--- src/hw/count_report_pkg.sv ---
package count_report_pkg;

    // width of the per-window event count
    localparam int COUNT_W = 16;

    // decimal digits per report, enough for the full 16-bit range
    localparam int NUM_DIGITS = 5;

    // index NUM_DIGITS-1 holds the most significant digit
    typedef logic [NUM_DIGITS-1:0][3:0] bcd_digits_t;

    // binary to bcd converter
    typedef enum logic {
        CONV_IDLE,
        CONV_SHIFT
    } conv_state_e;

    // report framer, one byte in flight at a time
    typedef enum logic [1:0] {
        FRAME_IDLE,
        FRAME_SEND,
        FRAME_WAIT_BUSY
    } frame_state_e;

    // uart transmitter
    typedef enum logic [1:0] {
        TX_IDLE,
        TX_START,
        TX_DATA,
        TX_STOP
    } tx_state_e;

endpackage

--- src/hw/bcd_converter.sv ---
`timescale 1ns/1ns

module bcd_converter
    import count_report_pkg::*;
(
    input  logic               clk,
    input  logic               rst_n,
    input  logic               done,
    input  logic [COUNT_W-1:0] count,
    output logic               digits_valid,
    output bcd_digits_t        digits
);

    localparam int BCD_W = 4 * NUM_DIGITS;
    localparam int SR_W  = BCD_W + COUNT_W;
    localparam int BIT_W = (COUNT_W > 1) ? $clog2(COUNT_W) : 1;
    localparam logic [BIT_W-1:0] BIT_LAST = BIT_W'(COUNT_W - 1);

    conv_state_e      state;
    logic [SR_W-1:0]  sr;       // bcd digits above, binary below
    logic [SR_W-1:0]  sr_adj;
    logic [SR_W-1:0]  sr_next;
    logic [BIT_W-1:0] bit_cnt;
    logic             start;
    logic             last_shift;

    assign start      = (state == CONV_IDLE) && done;
    assign last_shift = (state == CONV_SHIFT) && (bit_cnt == BIT_LAST);

    // add 3 to every nibble of 5 or more, then shift left
    always_comb begin
        sr_adj = sr;
        for (int i = 0; i < NUM_DIGITS; i++) begin
            if (sr[COUNT_W + 4*i +: 4] >= 4'd5) begin
                sr_adj[COUNT_W + 4*i +: 4] = sr[COUNT_W + 4*i +: 4] + 4'd3;
            end
        end
        sr_next = sr_adj << 1;
    end

    always_ff @(posedge clk) begin
        if (!rst_n) begin
            state        <= CONV_IDLE;
            bit_cnt      <= '0;
            digits_valid <= 1'b0;
        end else begin
            digits_valid <= 1'b0;
            case (state)
                CONV_IDLE: begin
                    if (done) begin
                        state   <= CONV_SHIFT;
                        bit_cnt <= '0;
                    end
                end
                CONV_SHIFT: begin
                    if (bit_cnt == BIT_LAST) begin
                        state        <= CONV_IDLE;
                        digits_valid <= 1'b1;
                    end else begin
                        bit_cnt <= bit_cnt + 1'b1;
                    end
                end
                default: state <= CONV_IDLE;
            endcase
        end
    end

    always_ff @(posedge clk) begin
        if (start) begin
            sr <= {{BCD_W{1'b0}}, count};
        end else if (state == CONV_SHIFT) begin
            sr <= sr_next;
        end
        if (last_shift) begin
            digits <= sr_next[SR_W-1 -: BCD_W];  // held until the next result
        end
    end

endmodule

--- src/hw/count_reporter.sv ---
`timescale 1ns/1ns

module count_reporter
    import count_report_pkg::*;
#(
    parameter int WINDOW_CYCLES = 2000,  // keep below 131072 so the count cannot wrap
    parameter int CLKS_PER_BIT  = 8
) (
    input  logic clk,
    input  logic rst_n,
    input  logic event_in,
    output logic tx_line
);

    logic               done;
    logic [COUNT_W-1:0] count;
    logic               digits_valid;
    bcd_digits_t        digits;
    logic               tx_start;
    logic [7:0]         tx_byte;
    logic               tx_busy;

    event_counter #(
        .WINDOW_CYCLES(WINDOW_CYCLES)
    ) event_counter_inst (
        .clk     (clk),
        .rst_n   (rst_n),
        .event_in(event_in),
        .done    (done),
        .count   (count)
    );

    bcd_converter bcd_converter_inst (
        .clk         (clk),
        .rst_n       (rst_n),
        .done        (done),
        .count       (count),
        .digits_valid(digits_valid),
        .digits      (digits)
    );

    // only stage that sees back-pressure, through tx_busy
    report_framer report_framer_inst (
        .clk         (clk),
        .rst_n       (rst_n),
        .digits_valid(digits_valid),
        .digits      (digits),
        .tx_busy     (tx_busy),
        .tx_start    (tx_start),
        .tx_byte     (tx_byte)
    );

    uart_tx #(
        .CLKS_PER_BIT(CLKS_PER_BIT)
    ) uart_tx_inst (
        .clk     (clk),
        .rst_n   (rst_n),
        .tx_start(tx_start),
        .tx_byte (tx_byte),
        .tx_busy (tx_busy),
        .tx_line (tx_line)
    );

endmodule

--- src/hw/event_counter.sv ---
`timescale 1ns/1ns

module event_counter
    import count_report_pkg::*;
#(
    parameter int WINDOW_CYCLES = 2000
) (
    input  logic               clk,
    input  logic               rst_n,
    input  logic               event_in,
    output logic               done,
    output logic [COUNT_W-1:0] count
);

    localparam int WIN_W = (WINDOW_CYCLES > 1) ? $clog2(WINDOW_CYCLES) : 1;
    localparam logic [WIN_W-1:0] WIN_LAST = WIN_W'(WINDOW_CYCLES - 1);

    logic [1:0]         sync_q;   // two-flop synchronizer
    logic               event_q;  // synchronized level, one cycle late
    logic               edge_det;
    logic [WIN_W-1:0]   win_cnt;
    logic [COUNT_W-1:0] edge_cnt;
    logic               win_end;

    always_ff @(posedge clk) begin
        if (!rst_n) begin
            sync_q  <= 2'b00;
            event_q <= 1'b0;
        end else begin
            sync_q  <= {sync_q[0], event_in};
            event_q <= sync_q[1];
        end
    end

    assign edge_det = sync_q[1] & ~event_q;  // rising edge only

    assign win_end = (win_cnt == WIN_LAST);

    // window position, 0 in the first cycle after reset release
    always_ff @(posedge clk) begin
        if (!rst_n) begin
            win_cnt <= '0;
        end else if (win_end) begin
            win_cnt <= '0;
        end else begin
            win_cnt <= win_cnt + 1'b1;
        end
    end

    // an edge seen in the last cycle already belongs to the next window
    always_ff @(posedge clk) begin
        if (!rst_n) begin
            edge_cnt <= '0;
        end else if (win_end) begin
            edge_cnt <= COUNT_W'(edge_det);
        end else if (edge_det) begin
            edge_cnt <= edge_cnt + 1'b1;
        end
    end

    assign done  = win_end;
    assign count = edge_cnt;  // valid while done is high

endmodule

--- src/hw/report_framer.sv ---
`timescale 1ns/1ns

module report_framer
    import count_report_pkg::*;
(
    input  logic        clk,
    input  logic        rst_n,
    input  logic        digits_valid,
    input  bcd_digits_t digits,
    input  logic        tx_busy,
    output logic        tx_start,
    output logic [7:0]  tx_byte
);

    localparam int NUM_BYTES = NUM_DIGITS + 2;  // digits, CR, LF
    localparam int IDX_W     = $clog2(NUM_BYTES);
    localparam logic [IDX_W-1:0] IDX_LAST = IDX_W'(NUM_BYTES - 1);
    localparam logic [IDX_W-1:0] IDX_CR   = IDX_W'(NUM_DIGITS);
    localparam logic [IDX_W-1:0] IDX_MSD  = IDX_W'(NUM_DIGITS - 1);

    localparam logic [7:0] ASCII_ZERO = 8'h30;
    localparam logic [7:0] ASCII_CR   = 8'h0D;
    localparam logic [7:0] ASCII_LF   = 8'h0A;

    frame_state_e     state;
    logic [IDX_W-1:0] idx;
    bcd_digits_t      digits_q;
    logic             busy_seen;  // transmitter has picked up the byte
    logic [3:0]       cur_digit;

    assign tx_start = (state == FRAME_SEND) && !tx_busy;

    // byte select: digits msd first, then the line terminator
    always_comb begin
        cur_digit = 4'h0;
        tx_byte   = ASCII_LF;
        if (idx < IDX_CR) begin
            cur_digit = digits_q[IDX_MSD - idx];
            tx_byte   = ASCII_ZERO + {4'h0, cur_digit};
        end else if (idx == IDX_CR) begin
            tx_byte = ASCII_CR;
        end
    end

    always_ff @(posedge clk) begin
        if (!rst_n) begin
            state     <= FRAME_IDLE;
            idx       <= '0;
            busy_seen <= 1'b0;
        end else begin
            case (state)
                FRAME_IDLE: begin
                    if (digits_valid) begin
                        idx   <= '0;
                        state <= FRAME_SEND;
                    end
                end
                FRAME_SEND: begin
                    if (!tx_busy) begin
                        busy_seen <= 1'b0;
                        state     <= FRAME_WAIT_BUSY;
                    end
                end
                FRAME_WAIT_BUSY: begin
                    if (tx_busy) begin
                        busy_seen <= 1'b1;
                    end else if (busy_seen) begin  // byte fully on the line
                        if (idx == IDX_LAST) begin
                            state <= FRAME_IDLE;
                        end else begin
                            idx   <= idx + 1'b1;
                            state <= FRAME_SEND;
                        end
                    end
                end
                default: state <= FRAME_IDLE;
            endcase
        end
    end

    always_ff @(posedge clk) begin
        if (state == FRAME_IDLE && digits_valid) begin
            digits_q <= digits;
        end
    end

endmodule

--- src/hw/uart_tx.sv ---
`timescale 1ns/1ns

module uart_tx
    import count_report_pkg::*;
#(
    parameter int CLKS_PER_BIT = 8
) (
    input  logic       clk,
    input  logic       rst_n,
    input  logic       tx_start,
    input  logic [7:0] tx_byte,
    output logic       tx_busy,
    output logic       tx_line
);

    localparam int BAUD_W = (CLKS_PER_BIT > 1) ? $clog2(CLKS_PER_BIT) : 1;
    localparam logic [BAUD_W-1:0] BAUD_LAST = BAUD_W'(CLKS_PER_BIT - 1);

    tx_state_e         state;
    logic [BAUD_W-1:0] baud_cnt;
    logic [2:0]        bit_idx;
    logic [7:0]        shift_q;   // lsb goes out next
    logic              baud_last;
    logic              shift_en;

    assign baud_last = (baud_cnt == BAUD_LAST);
    assign shift_en  = baud_last &&
                       (state == TX_START || (state == TX_DATA && bit_idx != 3'd7));
    assign tx_busy   = (state != TX_IDLE);

    // bit period counter, parked at zero while idle
    always_ff @(posedge clk) begin
        if (!rst_n || state == TX_IDLE || baud_last) begin
            baud_cnt <= '0;
        end else begin
            baud_cnt <= baud_cnt + 1'b1;
        end
    end

    always_ff @(posedge clk) begin
        if (!rst_n) begin
            state   <= TX_IDLE;
            bit_idx <= 3'd0;
            tx_line <= 1'b1;  // line idles high
        end else begin
            case (state)
                TX_IDLE: begin
                    if (tx_start) begin
                        state   <= TX_START;
                        tx_line <= 1'b0;  // start bit
                    end
                end
                TX_START: begin
                    if (baud_last) begin
                        state   <= TX_DATA;
                        bit_idx <= 3'd0;
                        tx_line <= shift_q[0];
                    end
                end
                TX_DATA: begin
                    if (baud_last) begin
                        if (bit_idx == 3'd7) begin
                            state   <= TX_STOP;
                            tx_line <= 1'b1;  // stop bit
                        end else begin
                            bit_idx <= bit_idx + 1'b1;
                            tx_line <= shift_q[0];
                        end
                    end
                end
                TX_STOP: if (baud_last) state <= TX_IDLE;
                default: state <= TX_IDLE;
            endcase
        end
    end

    always_ff @(posedge clk) begin
        if (state == TX_IDLE && tx_start) begin
            shift_q <= tx_byte;
        end else if (shift_en) begin
            shift_q <= shift_q >> 1;
        end
    end

endmodule

--- config.mk ---
export PLATFORM = sky130hd
export DESIGN_NAME = count_reporter
export DESIGN_NICKNAME = d
export VERILOG_FILES = /design/src/hw/count_report_pkg.sv /design/src/hw/bcd_converter.sv /design/src/hw/count_reporter.sv /design/src/hw/event_counter.sv /design/src/hw/report_framer.sv /design/src/hw/uart_tx.sv
export SDC_FILE = /design/constraint.sdc
export NUM_CORES = 1
export LEC_CHECK = 0
export CAP_MARGIN = 5
export CORE_ASPECT_RATIO = 1.5
export CORE_MARGIN = 1
export CORE_UTILIZATION = 45
export CTS_CLUSTER_DIAMETER = 80
export DETAILED_ROUTE_END_ITERATION = 6
export DONT_BUFFER_PORTS = 1
export GPL_TIMING_DRIVEN = 0
export SYNTH_ARGS = -nofsm -noshare
export SYNTH_HDL_FRONTEND = slang
export SYNTH_SLANG_ARGS = --single-unit
--- constraint.sdc ---
create_clock -name clk -period 2.15 [get_ports clk]
set_input_delay 0.1075 -clock clk [delete_from_list [all_inputs] [get_ports clk]]
set_output_delay 0.1075 -clock clk [all_outputs]
set_load 0.03 [all_outputs]
==> impl_results.md, run 1 <==
- Initial Util: 45.9%
- Vias in the first global route: 3,966
- Worst setup margin: 0.0659 ns
- Global-route wire length before repair: 18,100 um
- Total Wirelength: 10,700 um
- Pre-CTS setup slack: -0.316 ns
- Max cap viols: 0
- Layout area overhead: 14.7%
- Root Driver: clkbuf_16
- CTS H-tree depth: 4
- Yosys cell types: 46
- Hold crit path type: in2reg
- Setup violators final: 0
- Top cells by area, synth: edfxtp_1 (31%), dfxtp_1 (24%), ha_1 (6.3%)
- Mapped cell area: 5940 um2
- Type of origin of the critical path: flip-flop
- Clock period minus worst slack: 2.08 ns
- Layout cells sized above 1: 12.6%
- Core Util, Final: 52.6%
- Num CTS Buffers: 17
- Cell Area, Placed: 6140 um2
- LEAKAGE: 2.52 nW
- Final Hold Fails: 0
- Worst path required time: 2.32 ns
- Fin Clk Skew: 0.00960 ns
- Pre-Repair DR Iteration Count: 5
- Setup TNS: 0 ns
- Worst hold slack: 0.365 ns
- RSZ-0062 raised after global routing: no
- Synth Flop Type: dfxtp_1
- Largest net degree at the start of global routing: 22
- Syn Inst Count: 540
- Met3 Usage GRT: 5.32%
- Pwr Density: 902 nW/um2
- Critical path fanouts, max: 10
- DP Wirelength: 7600 um
- DR DRC count: 0
- Fill count: 1,139
- Most frequent cells in the layout: dfxtp_1 (70), edfxtp_1 (62), nor2_1 (54), nand2_1 (41), ha_1 (28)
- CTS tree: done
- Slew HR: 44.1%
- Design area: 6820 um2
- GRT Max-Usage Layer: met2
- Top delay family on crit path: compound AO/OA/AOI/OAI gates
- GR Util met2: 31.3%
- Wire per inst: 14.6 um
- Post-synthesis sequential area ratio: 55.3%
- Clock Path Buffers: 2
- DIE HEIGHT: 143 um
- Register bit count reported by yosys: 133
- Io pins: 4
- Max Fclk: 480 MHz
- Via density: 5.27
- Worst-Margin Slew: 0.839 ns
- Crit Path Class: reg2reg
- DRT antenna net count: 0
- Commonest non-fill, non-tap cell in the layout: dfxtp_1
- Status: finished clean
- Placement Rows: 51
- Power Total: 6.15 mW
- Num Clock Sinks: 133
- Finished Layout Cells: 732
- Yosys warning count: 0
- Die ar.: 13,700 um2
- Die Width: 95.8 um
- DP Cell Count: 699
- Nets: 593
- Syn_area_per_cell: 11.0 um2
- Crit path buf inv count: 3
- I/O Buffers: 0
- Final period utilization: 96.9%
- Endpoint type of the worst setup path: flip-flop
- Initial antenna violation count: 0
- Crit-path max cell delay: 0.35 ns
- Grt ovf: 0
- GPL Wtd Cong: 0.766
- Crit path max-delay cell type: mux2_2
- Met1 Use GR: 19.0%
- Clock Latency Late Sink: 0.41 ns
- Critical Path AT: 2.25 ns
- Multi-input gate area in the final layout: 2520 um2
- DRT iter0 DRCs: 191
- Crit-path cells: clkbuf_8, inv_1, ha_4, buf_8, mux2_2, a221o_1, a21o_1
- All-Layer GR Usage: 17.5%
- Diode count: 0
- Core Area: 13,000 um2
- Synth area leader: edfxtp_1
- Synth Net Count: 573
- Ys async rst share: 0%
- Peak supply drop: 0.480 mV
- Yosys top cell area share: 31.3%
- Fin. max-slew vios: 0
- Vias: 3,858
- Post-synth EDFFs: 62
- Worst-path clk slew: 0.06 ns
- Reg area: 3280 um2
cell usage after synthesis, drive strengths merged, types with 4 or more instances:
library cell  count
nand2b           12
mux2             17
nand3             9
a22o             19
dfxtp            71
nand4            11
and3              4
mux2i             9
inv              25
nor2b            14
buf               5
nor4              5
and2              9
clkbuf           17
edfxtp           62
o21ai            25
xnor2            23
nor3             15
xor2              5
nand2            41
nor2             54
a22oi             4
ha               30
a21oi            18
final timing paths:
| path | slack (ns) | endpoint | startpoint | depth (start not counted) |
|---|---|---|---|---|
| hold reg to reg | 0.41 | report_framer_inst.digits_q[4] | bcd_converter_inst.digits[4] | 0 |
| setup reg to reg | 0.07 | uart_tx_inst.shift_q[0] | report_framer_inst.idx[0] | 7 |
| setup / recovery | 0.07 | uart_tx_inst.shift_q[0] | report_framer_inst.idx[0] | 7 |
| hold / removal | 0.36 | event_counter_inst.sync_q[0] | event_in | 2 |
final cells by class:
class / count / area share (%)
flip-flops and latches: 133 / 48.2
multi-input cells: 360 / 37.0
clock buffers: 17 / 6.24
well taps: 159 / 2.92
clock inverters: 15 / 2.29
plain buffers: 20 / 1.56
inverters: 25 / 1.38
repair buffers: 3 / 0.404
state kept, by name, indices dropped and copies added, names as in the netlist:
signal / cells
bcd_converter_inst.sr: 36
bcd_converter_inst.digits: 20
report_framer_inst.digits_q: 20
event_counter_inst.count: 16
event_counter_inst.win_cnt: 11
uart_tx_inst.shift_q: 6
bcd_converter_inst.bit_cnt: 4
report_framer_inst.idx: 3
uart_tx_inst.baud_cnt: 3
uart_tx_inst.bit_idx: 3
event_counter_inst.sync_q: 2
report_framer_inst.state: 2
uart_tx_inst.state: 2
bcd_converter_inst.digits_valid: 1
bcd_converter_inst.state: 1
event_counter_inst.event_q: 1
report_framer_inst.busy_seen: 1
uart_tx_inst.tx_line: 1
logic make-up after synthesis:
group / Yosys count / synth area share [%]
compound gates: 89 / 10.2
xor+xnor: 28 / 4.13
fa+ha+maj: 30 / 6.32
buf+inv: 47 / 3.05
flops: 133 / 55.3
mux: 28 / 5.50
simple gates: 185 / 15.6
metal layers:
metal	up-vias	routed length, um
met3	17	297
met2	35	5670
met5	-	0
li1	1969	-
met4	0	193
met1	1837	4500
timing repair:
action,4_1_cts,5_1_grt
setup buffers,1,0
resized for setup,9,10
pin swaps,0,1
setup endpoints to repair,42,34
hold endpoints to repair,13,0
hold buffers,2,0
report_power, final:
part           internal [mW]  switching [mW]  leakage [nW]
clock                   1.71            1.11         0.275
sequential              2.71          0.0647          1.07
combinational          0.238           0.314          1.18
Note: power is estimated with default switching activity, not from simulation.
==> run 2, diff against run 1 <==
- CORE_ASPECT_RATIO: 1.5 -> unset
- SKIP_CTS_REPAIR_TIMING: unset -> 1
==> run 2 against run 1 <==
  * The run now ends with negative hold slack left
  * Final cell count increased by 1.9%
  * Flip-flop and latch count unchanged
  * First-iteration DRC count decreased by 7.9%
  * Via count about the same
  * Wire length decreased by 3.3%
  * Combinational power decreased by 4.9%
  * Power increased by 4.2%
  * Global-route usage decreased by 1.1 points
  * Setup slack improved by 0.025 ns
  * Critical path type unchanged
  * Critical endpoint is now report_framer_inst.idx[2]
==> impl_results.md, run 2 (same netlist as run 1, synthesis figures left out) <==
- Status: complete, but fails checks
- Violated checks: negative hold slack
- Most flops, register: bcd_converter_inst.sr
- Die ar.: 13,700 um2
- LEAKAGE: 2.52 nW
- DIE HEIGHT: 117 um
- Io pins: 4
- Commonest non-fill, non-tap cell in the layout: dfxtp_1
- DRT antenna net count: 0
- Clock Path Buffers: 2
- Most frequent cells in the layout: dfxtp_1 (70), edfxtp_1 (62), nor2_1 (54), nand2_1 (41), ha_1 (30)
- Final Hold Fails: 6
- Clock power share: 48.5%
- Max Fclk: 486 MHz
- I/O Buffers: 0
- Fill count: 1,163
- Nets: 594
- DR DRC count: 0
- P_sw: 1.42 mW
- Largest net degree at the start of global routing: 22
- Num CTS Buffers: 17
- Final period utilization: 95.8%
- Core Area: 12,700 um2
- Root Driver: clkbuf_16
- Regs by FF count: bcd_converter_inst.sr: 36 flops, bcd_converter_inst.digits: 20 flops, report_framer_inst.digits_q: 20 flops
- Global-route wire length before repair: 16,800 um
- Grt ovf: 0
- Via density: 5.18
- All-Layer GR Usage: 16.4%
- Fin. max-slew vios: 0
- CTS tree: done
- Layout area overhead: 15.6%
- Setup violators final: 0
- Fin Clk Skew: 0.00916 ns
- Initial Util: 46.7%
- Worst-path clk slew: 0.05 ns
- Vias in the first global route: 3,584
- Die Width: 117 um
- Worst path required time: 2.49 ns
- Sw Ratio: 22.1%
- Critical Path AT: 2.40 ns
- Diode count: 0
- Initial antenna violation count: 0
- Crit Path Class: reg2reg
- Pre-Repair DR Iteration Count: 4
- DP Wirelength: 7110 um
- Max reg flops: 36
- GPL Wtd Cong: 0.784
- Slew HR: 45.0%
- Power Total: 6.40 mW
- Pre-CTS setup slack: -0.311 ns
- Layout cells sized above 1: 12.0%
- Endpoint type of the worst setup path: flip-flop
- CTS H-tree depth: 4
- Sequential power share: 43.3%
- DRT iter0 DRCs: 176
- Worst hold slack: -0.0446 ns
- Logic gate share of total power: 8.2%
- Num Clock Sinks: 133
- Worst-Margin Slew: 0.825 ns
- Wire per inst: 13.8 um
- Critical path fanouts, max: 7
- RSZ-0062 raised after global routing: no
- Pwr Density: 932 nW/um2
- Clock period minus worst slack: 2.06 ns
- Max cap viols: 0
- Peak supply drop: 0.561 mV
- Type of origin of the critical path: flip-flop
- Vias: 3,861
- Placement Rows: 41
- Pint: 4.99 mW
- Hold crit path type: in2reg
- Worst setup margin: 0.0912 ns
- Total Wirelength: 10,300 um
- Clock Latency Late Sink: 0.42 ns
run 2: final cells by class:
| type | count | area (um2) | area share (%) |
|---|---|---|---|
| buffer | 21 | 106 | 1.55 |
| clock buffer | 18 | 429 | 6.25 |
| clock inverter | 14 | 209 | 3.04 |
| inverter | 25 | 97.6 | 1.42 |
| multi-input combinational | 360 | 2500 | 36.4 |
| sequential | 133 | 3280 | 47.8 |
| tap | 172 | 215 | 3.13 |
| timing repair buffer | 3 | 27.5 | 0.401 |
run 2: worst paths after layout:
path | startpoint | end | slack, ns | cells after the start
max reg2reg | report_framer_inst.state[0] | report_framer_inst.idx[2] | 0.09 | 6
min | rst_n | event_counter_inst.count[15] | -0.04 | 2
min reg2reg | bcd_converter_inst.digits[1] | report_framer_inst.digits_q[1] | 0.41 | 0
max | report_framer_inst.state[0] | report_framer_inst.idx[2] | 0.09 | 6
run 2: metal layers:
metal | GRT usage (%) | wire length, um
met1 | 21.3 | 5130
met3 | 4.07 | 236
met4 | 9.03 | 191
met5 | 0 | 0
met2 | 25.1 | 4760
run 2: power groups by stage:
stage / Combinational, mW / Sequential, mW / Clock [mW]
final: 0.525 / 2.78 / 3.10
after CTS: 0.506 / 2.78 / 3.16
after floorplan: 0.409 / 2.81 / 0
after global placement: 0.493 / 2.82 / 0
after detailed placement: 0.504 / 2.83 / 0
after global routing: 0.586 / 2.79 / 3.26
run 2: metrics by stage:
step / hold slack (ns) / instance area [um2] / utilization (%) / cells / TNS (ns)
finish: -0.0446 / 6870 / 54.0 / 746 / 0
floorplan: 0.229 / 5940 / - / 540 / 0
CTS: -0.199 / 6800 / 53.4 / 744 / -9.66
detailed placement: 0.237 / 6160 / 48.4 / 712 / -7.78
global route: 0.00144 / 6870 / 54.0 / 746 / 0
global placement: 0.234 / 6160 / 48.4 / 712 / -6.42
run 2: worst max-delay path: stages, from the launching register on:
cell,delay [ns]
dfxtp_1,0.37
inv_1,0.09
ha_1,0.29
nor2b_1,0.17
or3_4,0.42
or4_1,0.50
a21oi_1,0.14
